**src/source/fetch_pkg.sv**
```systemverilog
/* shared widths, boot address and CSR layouts of the RV32 fetch front end.
   only the mtvec mode values 0 and 1 are legal, other encodings are reserved */
`default_nettype none

package fetch_pkg;

    // data and address width
    localparam int unsigned XLEN = 32;

    // one instruction, program counter or CSR value
    typedef logic [XLEN-1:0] word_t;

    // first fetch address after reset
    localparam word_t BOOT_PC = 32'h8000_0000;

    // instruction buffer holds 2**BUF_DEPTH_POT words
    localparam int unsigned BUF_DEPTH_POT = 3;

    // trap cause code as delivered by the controller
    localparam int unsigned TRAP_CODE_W = 5;

    // source of the new pc on a redirect
    typedef enum logic [1:0] {
        PC_JUMP = 2'd0,
        PC_MEPC = 2'd1,
        PC_TRAP = 2'd2
    } pc_sel_t;

    // trap CSR addressed by a write or a read
    typedef enum logic {
        CSR_MTVEC = 1'b0,
        CSR_MEPC  = 1'b1
    } csr_sel_t;

    // encodings 2 and 3 are reserved
    typedef enum logic [1:0] {
        MTVEC_DIRECT   = 2'd0,
        MTVEC_VECTORED = 2'd1
    } mtvec_mode_t;

    typedef struct packed {
        logic [XLEN-3:0] base;
        mtvec_mode_t     mode;
    } mtvec_fields_t;

    // written by the core as a raw word, read by the fetch unit as base and mode
    typedef union packed {
        word_t         raw;
        mtvec_fields_t fields;
    } mtvec_u;

endpackage

`default_nettype wire
```
**src/source/fetch_top.sv**
```systemverilog
/* instruction fetch front end, read-only pipelined Wishbone master with trap CSRs.
   the slave must ack every accepted request exactly once and in order */
`timescale 1ns/1ps
`default_nettype none

module fetch_top
(
    input  wire logic                                 clk_i,
    input  wire logic                                 rstn_i,

    // core side
    output logic                                      valid_o,
    output fetch_pkg::word_t                          instr_o,
    output fetch_pkg::word_t                          pc_o,
    input  wire logic                                 stall_i,
    input  wire logic                                 new_pc_en_i,
    input  wire fetch_pkg::pc_sel_t                   pc_sel_i,
    input  wire fetch_pkg::word_t                     branch_target_i,
    input  wire logic [fetch_pkg::TRAP_CODE_W-1:0]    mcause_code_i,

    // CSR write strobe and read-back
    input  wire logic                                 csr_we_i,
    input  wire fetch_pkg::csr_sel_t                  csr_sel_i,
    input  wire fetch_pkg::word_t                     csr_wdata_i,
    output fetch_pkg::word_t                          csr_rdata_o,

    // Wishbone bus
    output logic                                      wb_cyc_o,
    output logic                                      wb_stb_o,
    output logic [fetch_pkg::XLEN-3:0]                wb_adr_o,
    input  wire logic                                 wb_stall_i,
    input  wire logic                                 wb_ack_i,
    input  wire fetch_pkg::word_t                     wb_dat_i
);

    import fetch_pkg::*;

    // CSR values steering the redirect targets
    mtvec_u mtvec;
    word_t  mepc;

    wb_prefetch wb_prefetch_i
    (
        .clk_i           (clk_i),
        .rstn_i          (rstn_i),
        .wb_cyc_o        (wb_cyc_o),
        .wb_stb_o        (wb_stb_o),
        .wb_adr_o        (wb_adr_o),
        .wb_stall_i      (wb_stall_i),
        .wb_ack_i        (wb_ack_i),
        .wb_dat_i        (wb_dat_i),
        .valid_o         (valid_o),
        .instr_o         (instr_o),
        .pc_o            (pc_o),
        .stall_i         (stall_i),
        .new_pc_en_i     (new_pc_en_i),
        .pc_sel_i        (pc_sel_i),
        .branch_target_i (branch_target_i),
        .mcause_code_i   (mcause_code_i),
        .mtvec_i         (mtvec),
        .mepc_i          (mepc)
    );

    trap_csr_regs trap_csr_regs_i
    (
        .clk_i       (clk_i),
        .rstn_i      (rstn_i),
        .csr_we_i    (csr_we_i),
        .csr_sel_i   (csr_sel_i),
        .csr_wdata_i (csr_wdata_i),
        .csr_rdata_o (csr_rdata_o),
        .mtvec_o     (mtvec),
        .mepc_o      (mepc)
    );

endmodule

`default_nettype wire

```
**src/source/wb_prefetch.sv**
```systemverilog
/* pipelined Wishbone read master, acks must come back in order, err and retry are not handled.
   a redirect clears the buffer and the acks of requests issued before it are dropped */
`timescale 1ns/1ps
`default_nettype none

module wb_prefetch
(
    input  wire logic                                 clk_i,
    input  wire logic                                 rstn_i,

    // Wishbone master, word addressed
    output logic                                      wb_cyc_o,
    output logic                                      wb_stb_o,
    output logic [fetch_pkg::XLEN-3:0]                wb_adr_o,
    input  wire logic                                 wb_stall_i,
    input  wire logic                                 wb_ack_i,
    input  wire fetch_pkg::word_t                     wb_dat_i,

    // core side
    output logic                                      valid_o,
    output fetch_pkg::word_t                          instr_o,
    output fetch_pkg::word_t                          pc_o,
    input  wire logic                                 stall_i,
    input  wire logic                                 new_pc_en_i,
    input  wire fetch_pkg::pc_sel_t                   pc_sel_i,
    input  wire fetch_pkg::word_t                     branch_target_i,
    input  wire logic [fetch_pkg::TRAP_CODE_W-1:0]    mcause_code_i,

    // trap CSRs
    input  wire fetch_pkg::mtvec_u                    mtvec_i,
    input  wire fetch_pkg::word_t                     mepc_i
);

    import fetch_pkg::*;

    typedef enum logic [1:0] {BOOT, REQUESTING, BUFFER_FULL} fetch_state_t;

    fetch_state_t state_q, state_d;

    word_t fetch_pc_q, fetch_pc_d;
    word_t core_pc_q, core_pc_d;
    word_t trap_target;
    word_t new_pc;

    // instruction buffer
    logic                   ff_wr, ff_rd;
    logic                   ff_full, ff_empty;
    logic [BUF_DEPTH_POT:0] ff_fill_count;
    word_t                  ff_rdata;

    // useful requests still waiting for their ack
    logic [BUF_DEPTH_POT:0] req_pend_q, req_pend_d;

    // acks of requests made stale by a redirect, wider since redirects can pile up
    logic [BUF_DEPTH_POT+3:0] ack_ignore_q, ack_ignore_d;

    // words in flight or buffered, bounded by the buffer depth
    logic [BUF_DEPTH_POT+1:0] occupancy;
    logic                     one_till_full;

    logic wb_req_ok;
    logic kept_ack;

    sync_fifo
    #(
        .BW          (XLEN),
        .FF_SIZE_POT (BUF_DEPTH_POT)
    )
    sync_fifo_i
    (
        .clk_i        (clk_i),
        .rstn_i       (rstn_i),
        .clear_i      (new_pc_en_i),
        .wr_i         (ff_wr),
        .data_i       (wb_dat_i),
        .rd_i         (ff_rd),
        .data_o       (ff_rdata),
        .full_o       (ff_full),
        .empty_o      (ff_empty),
        .fill_count_o (ff_fill_count)
    );

    // trap vector, reserved modes never get stored so default acts as direct
    always_comb
    begin
        case (mtvec_i.fields.mode)
            MTVEC_VECTORED:
                trap_target = {mtvec_i.fields.base + (XLEN-2)'(mcause_code_i), 2'b00};
            default:
                trap_target = {mtvec_i.fields.base, 2'b00};
        endcase
    end

    always_comb
    begin
        case (pc_sel_i)
            PC_MEPC: new_pc = mepc_i;
            PC_TRAP: new_pc = trap_target;
            default: new_pc = branch_target_i;
        endcase
    end

    // bus requests only while in REQUESTING
    assign wb_cyc_o  = (state_q == REQUESTING);
    assign wb_stb_o  = (state_q == REQUESTING);
    assign wb_adr_o  = fetch_pc_q[XLEN-1:2];
    assign wb_req_ok = wb_cyc_o && wb_stb_o && !wb_stall_i;

    assign occupancy     = {1'b0, req_pend_q} + {1'b0, ff_fill_count};
    assign one_till_full = (occupancy == (BUF_DEPTH_POT+2)'((1 << BUF_DEPTH_POT) - 1));

    always_comb
    begin
        state_d    = state_q;
        fetch_pc_d = fetch_pc_q;

        case (state_q)
            BOOT:
            begin
                // one idle cycle, fetch_pc_q already holds BOOT_PC
                state_d = REQUESTING;
            end
            REQUESTING:
            begin
                // a stalled request keeps its address
                if (wb_req_ok)
                    fetch_pc_d = fetch_pc_q + 32'd4;
                // stop once every buffer slot is spoken for
                if (one_till_full && wb_req_ok && !new_pc_en_i && !ff_rd)
                    state_d = BUFFER_FULL;
            end
            BUFFER_FULL:
            begin
                // a consumed word or a cleared buffer frees a slot
                if (ff_rd || new_pc_en_i)
                    state_d = REQUESTING;
            end
            default:
                state_d = BOOT;
        endcase

        if (new_pc_en_i)
            fetch_pc_d = new_pc;
    end

    // an ack is kept when no stale ack is still due
    assign kept_ack = wb_ack_i && (ack_ignore_q == '0);

    // the word of an ack in the redirect cycle belongs to the old stream
    assign ff_wr = kept_ack && !new_pc_en_i;

    always_comb
    begin
        ack_ignore_d = ack_ignore_q;
        req_pend_d   = req_pend_q;

        if (wb_ack_i)
        begin
            if (ack_ignore_q != '0)
                ack_ignore_d = ack_ignore_q - 1'b1;
            else
                req_pend_d = req_pend_q - 1'b1;
        end

        if (wb_req_ok)
            req_pend_d = req_pend_d + 1'b1;

        // everything still in flight turns stale, including this cycle's request
        if (new_pc_en_i)
        begin
            ack_ignore_d = ack_ignore_d + (BUF_DEPTH_POT+4)'(req_pend_d);
            req_pend_d   = '0;
        end
    end

    // core consumes the head word whenever it is not stalled
    assign ff_rd = !ff_empty && !stall_i;

    always_comb
    begin
        core_pc_d = core_pc_q;
        if (ff_rd)
            core_pc_d = core_pc_q + 32'd4;
        if (new_pc_en_i)
            core_pc_d = new_pc;
    end

    always_ff @(posedge clk_i)
    begin
        if (!rstn_i)
        begin
            state_q      <= BOOT;
            fetch_pc_q   <= BOOT_PC;
            core_pc_q    <= BOOT_PC;
            req_pend_q   <= '0;
            ack_ignore_q <= '0;
        end
        else
        begin
            state_q      <= state_d;
            fetch_pc_q   <= fetch_pc_d;
            core_pc_q    <= core_pc_d;
            req_pend_q   <= req_pend_d;
            ack_ignore_q <= ack_ignore_d;
        end
    end

    assign valid_o = !ff_empty;
    assign instr_o = ff_rdata;
    assign pc_o    = core_pc_q;

    // back-pressure keeps in-flight plus buffered words within the buffer
    a_occupancy_bound: assert property (@(posedge clk_i) disable iff (!rstn_i)
        occupancy <= (BUF_DEPTH_POT+2)'(1 << BUF_DEPTH_POT));

    // a slot was reserved when the request went out
    a_kept_ack_has_room: assert property (@(posedge clk_i) disable iff (!rstn_i)
        kept_ack |-> !ff_full);

endmodule

`default_nettype wire

```
**src/source/trap_csr_regs.sv**
```systemverilog
/* mtvec and mepc with write-any-read-legal behavior, both zero after reset.
   writes land at the next edge, csr_rdata_o is a combinational read */
`timescale 1ns/1ps
`default_nettype none

module trap_csr_regs
(
    input  wire logic                clk_i,
    input  wire logic                rstn_i,

    // write strobe from the core
    input  wire logic                csr_we_i,
    input  wire fetch_pkg::csr_sel_t csr_sel_i,
    input  wire fetch_pkg::word_t    csr_wdata_i,
    output fetch_pkg::word_t         csr_rdata_o,

    // values used for redirect targets
    output fetch_pkg::mtvec_u        mtvec_o,
    output fetch_pkg::word_t         mepc_o
);

    import fetch_pkg::*;

    mtvec_u mtvec_q;
    word_t  mepc_q;

    // incoming word seen through the mtvec field layout
    mtvec_u mtvec_wr;
    mtvec_u mtvec_legal;

    assign mtvec_wr.raw = csr_wdata_i;

    // reserved modes fall back to direct, base is kept as written
    always_comb
    begin
        mtvec_legal = mtvec_wr;
        if (mtvec_wr.fields.mode != MTVEC_DIRECT && mtvec_wr.fields.mode != MTVEC_VECTORED)
            mtvec_legal.fields.mode = MTVEC_DIRECT;
    end

    always_ff @(posedge clk_i)
    begin
        if (!rstn_i)
        begin
            mtvec_q <= '0;
            mepc_q  <= '0;
        end
        else if (csr_we_i)
        begin
            if (csr_sel_i == CSR_MTVEC)
                mtvec_q <= mtvec_legal;
            else
                // instructions are word aligned, low bits are hardwired to zero
                mepc_q <= {csr_wdata_i[XLEN-1:2], 2'b00};
        end
    end

    assign csr_rdata_o = (csr_sel_i == CSR_MTVEC) ? mtvec_q.raw : mepc_q;

    assign mtvec_o = mtvec_q;
    assign mepc_o  = mepc_q;

    // trap target logic in the fetch unit relies on a legal stored mode
    a_mtvec_mode_legal: assert property (@(posedge clk_i) disable iff (!rstn_i)
        mtvec_q.fields.mode inside {MTVEC_DIRECT, MTVEC_VECTORED});

endmodule

`default_nettype wire

```
**src/source/sync_fifo.sv**
```systemverilog
/* synchronous FIFO of 2**FF_SIZE_POT entries, data_o shows the head word while not empty.
   clear_i drops all entries at the next edge and wins over a write in the same cycle */
`timescale 1ns/1ps
`default_nettype none

module sync_fifo
#(
    parameter int unsigned BW          = 32,
    parameter int unsigned FF_SIZE_POT = 3
)
(
    input  wire logic                 clk_i,
    input  wire logic                 rstn_i,
    input  wire logic                 clear_i,

    // write port
    input  wire logic                 wr_i,
    input  wire logic [BW-1:0]        data_i,

    // read port
    input  wire logic                 rd_i,
    output logic      [BW-1:0]        data_o,

    // status
    output logic                      full_o,
    output logic                      empty_o,
    output logic      [FF_SIZE_POT:0] fill_count_o
);

    // storage, no reset needed since empty_o hides stale entries
    logic [BW-1:0] mem [2**FF_SIZE_POT];

    // pointers carry one extra wrap bit to tell full from empty
    logic [FF_SIZE_POT:0] wr_ptr_q;
    logic [FF_SIZE_POT:0] rd_ptr_q;

    always_ff @(posedge clk_i)
    begin
        if (!rstn_i || clear_i)
        begin
            wr_ptr_q <= '0;
            rd_ptr_q <= '0;
        end
        else
        begin
            if (wr_i)
                wr_ptr_q <= wr_ptr_q + 1'b1;
            if (rd_i)
                rd_ptr_q <= rd_ptr_q + 1'b1;
        end
    end

    always_ff @(posedge clk_i)
    begin
        if (wr_i)
            mem[wr_ptr_q[FF_SIZE_POT-1:0]] <= data_i;
    end

    assign data_o = mem[rd_ptr_q[FF_SIZE_POT-1:0]];

    // same slot, different wrap bit means the buffer is full
    assign full_o  = (wr_ptr_q[FF_SIZE_POT] != rd_ptr_q[FF_SIZE_POT]) &&
                     (wr_ptr_q[FF_SIZE_POT-1:0] == rd_ptr_q[FF_SIZE_POT-1:0]);
    assign empty_o = (wr_ptr_q == rd_ptr_q);

    // modulo difference is exact thanks to the wrap bit
    assign fill_count_o = wr_ptr_q - rd_ptr_q;

    // the owner must throttle writes, a write into a full buffer would lose the head word
    a_no_write_full: assert property (@(posedge clk_i) disable iff (!rstn_i)
        wr_i && !clear_i |-> !full_o);

    a_no_read_empty: assert property (@(posedge clk_i) disable iff (!rstn_i)
        rd_i && !clear_i |-> !empty_o);

endmodule

`default_nettype wire

```
**config.mk**
```make
export PLATFORM = sky130hd
export DESIGN_NAME = fetch_top
export DESIGN_NICKNAME = d
export VERILOG_FILES = /design/src/source/fetch_pkg.sv /design/src/source/fetch_top.sv /design/src/source/wb_prefetch.sv /design/src/source/trap_csr_regs.sv /design/src/source/sync_fifo.sv
export SDC_FILE = /design/constraint.sdc
export NUM_CORES = 1
export LEC_CHECK = 0
export ABC_AREA = 1
export BUFFER_PORTS_ARGS = -buffer_cell sky130_fd_sc_hd__buf_2
export CORE_AREA = 2 2 179 181
export DETAILED_ROUTE_END_ITERATION = 8
export DIE_AREA = 0 0 181 183
export GPL_TIMING_DRIVEN = 0
export PLACE_DENSITY = 0.9
export SLEW_MARGIN = 20
export SYNTH_ARGS = -nofsm -noshare
export SYNTH_HDL_FRONTEND = slang
export SYNTH_SLANG_ARGS = --single-unit
```
**constraint.sdc**
```tcl
create_clock -name clk_i -period 6.62 [get_ports clk_i]
set_clock_uncertainty 0.1 [all_clocks]
set_input_delay 0.993 -clock clk_i [delete_from_list [all_inputs] [get_ports clk_i]]
set_output_delay 0.993 -clock clk_i [all_outputs]
set_load 0.01 [all_outputs]
```
==> results of run 1 <==
==> worst paths after layout <==
| check | from | end | slack (ns) |
|---|---|---|---|
| max | flip-flop | instr_o[30] | 2.78 |
| min | trap_csr_regs_i.mtvec_o[1] | trap_csr_regs_i.mtvec_o[1] | 0.36 |
| max reg2reg | wb_prefetch_i.ack_ignore_q[0] | wb_prefetch_i.ack_ignore_q[6] | 3.20 |
| min reg2reg | trap_csr_regs_i.mtvec_o[1] | trap_csr_regs_i.mtvec_o[1] | 0.36 |
==> layout make-up <==
type | count | area [µm²]
Inverter | 154 | 579
Sequential cell | 404 | 10700
Antenna cell | 3 | 7.51
Clock inverter | 14 | 98.8
Fill cell | 2183 | 8580
Tap cell | 402 | 503
Buffer | 118 | 470
Multi-Input combinational cell | 1554 | 7760
Timing Repair Buffer | 255 | 1420
Clock buffer | 58 | 1160
==> layer usage <==
layer | track usage [%] | share of wire (%) | wire length (µm) | vias up
met5 | 0 | 0 | 0 | -
met4 | 20.5 | 5.7 | 3640 | 0
met3 | 5.98 | 12 | 7600 | 277
met2 | 62.4 | 47 | 29700 | 1486
met1 | 47.6 | 35 | 22500 | 8571
li1 | - | - | - | 8282
==> critical path, delay by kind of cell (launching register included) <==
kind | cells | cell delay, ns
flops | 1 | 0.34
buf+inv | 5 | 1.19
compound gates | 2 | 0.46
simple gates | 2 | 0.20
==> logic make-up (layout without fill, tap and decap cells) <==
family	after synthesis	in the layout	synth area share, %
simple gates	858	858	18.7
compound gates	615	615	16.7
flops	404	404	54.9
buf+inv	272	599	5.41
xor+xnor	52	52	2.35
fa+ha+maj	29	29	2.02
other cells	0	3	0
==> state kept, by name (all words and copies together), names as in the netlist, named ones only <==
register and flops:
wb_prefetch_i.sync_fifo_i.mem 256, trap_csr_regs_i.mtvec_o 32, wb_prefetch_i.pc_o 32, trap_csr_regs_i.mepc_o 30, wb_prefetch_i.fetch_pc_q 30, wb_prefetch_i.ack_ignore_q 7, wb_prefetch_i.req_pend_q 4, wb_prefetch_i.sync_fifo_i.rd_ptr_q 4
wb_prefetch_i.sync_fifo_i.wr_ptr_q 4, wb_prefetch_i.state_q 2
==> power by group through the flow <==
stage | registers (mW) | logic, mW | clock network, mW
2_1_floorplan | 2.93 | 0.602 | 0
3_3_place_gp | 2.94 | 0.902 | 0
3_5_place_dp | 2.94 | 0.956 | 0
4_1_cts | 2.89 | 0.968 | 2.21
5_1_grt | 2.90 | 1.08 | 2.31
6_report | 2.89 | 0.991 | 2.21
==> cells in the final DEF, fill, tap and decap left out, types with 11 or more instances in the layout <==
cell,netlist,layout
xor2_1,33,33
buf_4,2,11
nor3_1,39,35
inv_1,140,140
nor2_1,412,408
o21ai_1,13,13
o22ai_1,32,32
clkbuf_16,0,43
nor3_2,7,11
a21oi_1,151,151
o211ai_1,12,12
clkbuf_1,94,106
nand4_1,23,23
dfxtp_1,148,148
a31oi_1,38,38
buf_2,15,251
nand3_1,59,59
edfxtp_1,256,256
o21ai_0,355,355
xnor2_1,19,19
ha_1,25,25
nand2_1,274,274
==> through the flow <==
step | area [µm²] | total power, mW | util [%] | std cells | worst slack, ns
6_report | 22700 | 6.10 | 72.5 | 2962 | 2.78
5_1_grt | 22600 | 6.29 | 72.5 | 2959 | 2.66
4_1_cts | 22600 | 6.06 | 72.5 | 2959 | 2.87
3_5_place_dp | 21400 | 3.90 | 68.5 | 2887 | 2.85
3_3_place_gp | 21100 | 3.84 | 67.5 | 2868 | 0.432
2_1_floorplan | 19400 | 3.53 | - | 2230 | 2.32
==> out/qor.txt, run 1 <==
Cell with the most instances after synthesis: nor2_1
RSZ-0062 raised after global routing: false
Clk_lat worst skew: 0.55 ns
Setup TNS: 0 ns
Post-route DRC: 0
Clk slew on worst S/H paths: 0.06 ns
Layout Nets: 2669
CTS Buffer Depth: 3
Synthesized area: 19400 µm²
Layout cells sized above 1: 14.9%
CTS resizes: 0
Max VDD drop: 0.000211 V
Root Buffer: clkbuf_16
Post-Synthesis Cells: 2230
Core area: 31200 µm²
Ports: 240
Starting Density: 62.2%
P_leak: 8.69 nW
Crit path cell chain: inv_1 -> buf_2 -> buf_2 -> clkbuf_1 -> nor2_1 -> o22ai_1 -> nor2_1 -> a31oi_1 -> buf_2
Die footprint: 33100 µm²
Post-DRT Antenna Nets: 0
Clock Power Share: 36.3%
CTS sink count: 404
Share of the clock period used by the worst path: 58.0%
Largest net degree at the start of global routing: 24
Crit-path max FO: 10
CTS tree: built
HPWL Detailed: 45700 µm
Total wire length: 63400 µm
Worst path max stage delay: 0.45 ns
Setup crit start kind: flip-flop
Outcome: complete, no violations
Synthesis Warnings: 0
Internal power: 4.35 mW
Via/cell ratio: 6.28
Cts hold-fix bufs: 0
Final setup viols: 0
Top_reg_cell synth: edfxtp_1
H-tree Lvls: 2
Via Count: 18600
Final Hold Fails: 0
Vias in the first global route: 17800
First-pass GRT wire length: 96500 µm
GRT overflow: 0
P_sw: 1.75 mW
Die height: 183 µm
Max Fclk: 260 MHz
Share of the synthesized area in the top cell type: 39.6%
Cell Rows: 65
Port bufs: 236
EDFF count, synth: 256
Worst-Margin Slew: 0.843 ns
Critical Path Sink Type: output pin
WL/cell: 21.4 µm
Syn Area/Cell: 8.70 µm²
Sequential Power Share: 47.5%
Max Slew Vio Count: 0
Most frequent CP cell: buf_2
R2R cell count: 19
Yosys cell types: 50
Die X: 181 µm
Gr usage total: 37.6%
Pre-Repair DR Iteration Count: 6
Hold path depth: 2
Syn Nets: 2370
Arrival @ worst endpoint: 2.75 ns
PD cells: 269 nW/µm²
Post-synth ARST share: 0%
Slowest-stage cell, CP: clkbuf_1
Placer Congestion: 1.09
Min-delay worst type: reg -> reg
Buffers inserted by post-CTS timing repair: 0
#FFs+latches synth: 404
Switching share of power: 28.6%
Required @ worst endpoint: 5.53 ns
Sequential element share of the synthesized area: 54.9%
Final min period: 3.84 ns
Initial antenna violation count: 1
DRC marker count from the first detailed-route iteration: 2548
Layout area overhead: 16.7%
Max transition margin: 43.5%
Synth cell count leaders: 412 x nor2_1, 355 x o21ai_0, 274 x nand2_1
Max Cap Viol: 0
TritonCTS Buffers: 42
Synth area leader: edfxtp_1
Gate power share: 16.2%
Top post-synthesis cells by area: edfxtp_1 40%, dfxtp_1 15%, o21ai_0 9.2%
Min Hold Slack: 0.361 ns
Setup Crit Path Kind: reg -> out
Note: power is estimated with default switching activity, not from simulation.
==> run 2: changes to the inputs <==
CORE_AREA = 2 2 185 187   (was 2 2 179 181)
DIE_AREA = 0 0 187 189   (was 0 0 181 183)
PLACE_DENSITY = 0.85   (was 0.9)
clock period = 3.8 ns   (was 6.62 ns; I/O delays follow)
==> run 2 against run 1 <==
  * Sequential share of layout area fell by 0.34 points
  * First-iteration DRC count fell by 4.7%
  * Sequential power rose by 75%
  * Die area rose by 6.7%
  * Final area rose by 0.72%
  * Combinational power rose by 76%
  * Routed wire length rose by 5.5%
  * Count of clock-buffer cells in the layout fell by 15
  * Critical path depth did not move
  * Register-to-register slack got worse by 2.7 ns
  * Utilization fell by 4.0 points
  * Power rose by 78%
  * Critical endpoint is now instr_o[29]
==> out/qor.txt, run 2 (synthesis gave the netlist of run 1 again) <==
Outcome: complete, no violations
Clk slew on worst S/H paths: 0.06 ns
Clock Power Share: 37.5%
Share of the clock period used by the worst path: 91.7%
Max reg flops: 256
Final Hold Fails: 0
Root Buffer: clkbuf_16
M2 GR Usage: 60.9%
Layer with the highest usage: met2
Port bufs: 236
Clk_lat worst skew: 0.57 ns
CTS tree: built
PD cells: 476 nW/µm²
M3 GR Usage: 6.36%
WL/cell: 22.3 µm
Dpl ws: 0.350 ns
P_sw: 3.14 mW
Critical Path Sink Type: output pin
Final min period: 3.49 ns
H-tree Lvls: 2
RSZ-0062 raised after global routing: false
Worst-Margin Slew: 0.860 ns
Largest net degree at the start of global routing: 19
Max Fclk: 287 MHz
Most frequent cells in the layout: 408 x nor2_1, 355 x o21ai_0, 274 x nand2_1, 256 x edfxtp_1, 251 x buf_2
Max Cap Viol: 0
Internal power: 7.73 mW
Max transition margin: 42.3%
Total wire length: 66900 µm
Setup Crit Path Kind: reg -> out
Sequential cell area: 10700 µm²
CTS Buffer Depth: 3
GRT overflow: 0
Setup TNS: 0 ns
Starting Density: 58.3%
Dpl cell area: 21500 µm²
Sequential Power Share: 46.5%
TritonCTS Buffers: 41
Layout Nets: 2665
P_leak: 8.72 nW
Setup crit start kind: flip-flop
Layout area overhead: 17.5%
Die footprint: 35300 µm²
CTS sink count: 404
Die height: 189 µm
Via/cell ratio: 6.13
DRC marker count from the first detailed-route iteration: 2429
Cts hold-fix bufs: 0
Layout cells sized above 1: 15.1%
Core area: 33300 µm²
Max VDD drop: 0.000353 V
Cell Rows: 67
Required @ worst endpoint: 3.13 ns
HP Start: branch_target_i[1]
Fin cells: 3006
Post-DRT Antenna Nets: 0
Crit-path max FO: 10
Switching share of power: 28.9%
Gr usage total: 37.1%
Cell area after layout: 22800 µm²
Min-delay worst type: in -> reg
Ports: 240
Placer Congestion: 1.00
CTS resizes: 0
Vias in the first global route: 17800
Global Route met1 Usage: 47.8%
Max Slew Vio Count: 0
Die X: 187 µm
Post-route DRC: 0
FILL cells: 2596
Arrival @ worst endpoint: 2.82 ns
Most common cell after layout, fill and taps aside: nor2_1
Area of the multi-input gates: 7770 µm²
Buffers inserted by post-CTS timing repair: 0
# placed instances: 2930
Via Count: 18400
R2r startpoint: wb_prefetch_i.ack_ignore_q[0]
Final setup viols: 0
First-pass GRT wire length: 101000 µm
HPWL Detailed: 48600 µm
Initial antenna violation count: 2
Pre-Repair DR Iteration Count: 5
Worst setup margin: 0.315 ns
Gate power share: 16.0%
==> run 2: changes by cell type in the layout (fill, tap and decap cells not counted), moves of 3 or more <==
| cell | change |
|---|---|
| clkbuf_8 | -3 |
| clkinv_1 | +4 |
| clkinvlp_4 | +3 |
| clkbuf_1 | -10 |
| buf_4 | -6 |
| bufinv_16 | +4 |
| buf_8 | +3 |
| clkinv_2 | +5 |
==> run 2: path summary, 6_finish.rpt <==
kind / depth (start not counted) / to / slack, ns
min reg2reg: 2 / wb_prefetch_i.pc_o[0] / 0.38
min: 3 / wb_prefetch_i.pc_o[1] / 0.16
max: 9 / instr_o[29] / 0.31
max reg2reg: 21 / wb_prefetch_i.ack_ignore_q[5] / 0.49
==> run 2: worst max-delay path, stage by stage, from the launching register on <==
cell and delay [ns]:
dfxtp_1 0.33, inv_1 0.06, buf_2 0.22, buf_2 0.29, clkbuf_1 0.51, nor2_1 0.11, o22ai_1 0.23, nor2_1 0.06
a31oi_1 0.23, buf_2 0.18
==> run 2: layout make-up <==
| cell class | instances | share of cell area, % |
|---|---|---|
| repair buffers | 252 | 6.25 |
| plain buffers | 118 | 2.06 |
| well taps | 448 | 2.46 |
| clock buffers | 43 | 4.53 |
| flip-flops and latches | 404 | 46.7 |
| multi-input cells | 1554 | 34.1 |
| diodes | 2 | 0.0219 |
| inverters | 154 | 2.54 |
| clock inverters | 31 | 1.38 |
==> run 2: per-stage QoR <==
step | utilization [%] | hold WS (ns) | power [mW]
detailed placement | 64.5 | 0.367 | 6.81
CTS | 68.5 | 0.144 | 10.8
floorplan | - | 0.339 | 6.15
global placement | 63.6 | 0.353 | 6.73
global route | 68.5 | 0.163 | 11.2
finish | 68.6 | 0.159 | 10.9
==> run 2: layer usage <==
| layer | vias to the layer above | part of all wire, % |
|---|---|---|
| met5 | - | 0 |
| met3 | 201 | 9.9 |
| li1 | 8272 | - |
| met1 | 8707 | 39 |
| met4 | 0 | 4.9 |
| met2 | 1235 | 46 |
==> run 2: power by group through the flow <==
stage	clock, mW	sequential (mW)	combinational (mW)
after detailed placement	0	5.13	1.68
after CTS	4.08	5.04	1.71
final	4.08	5.05	1.74
after floorplan	0	5.10	1.05
after global routing	4.25	5.06	1.91
after global placement	0	5.13	1.60
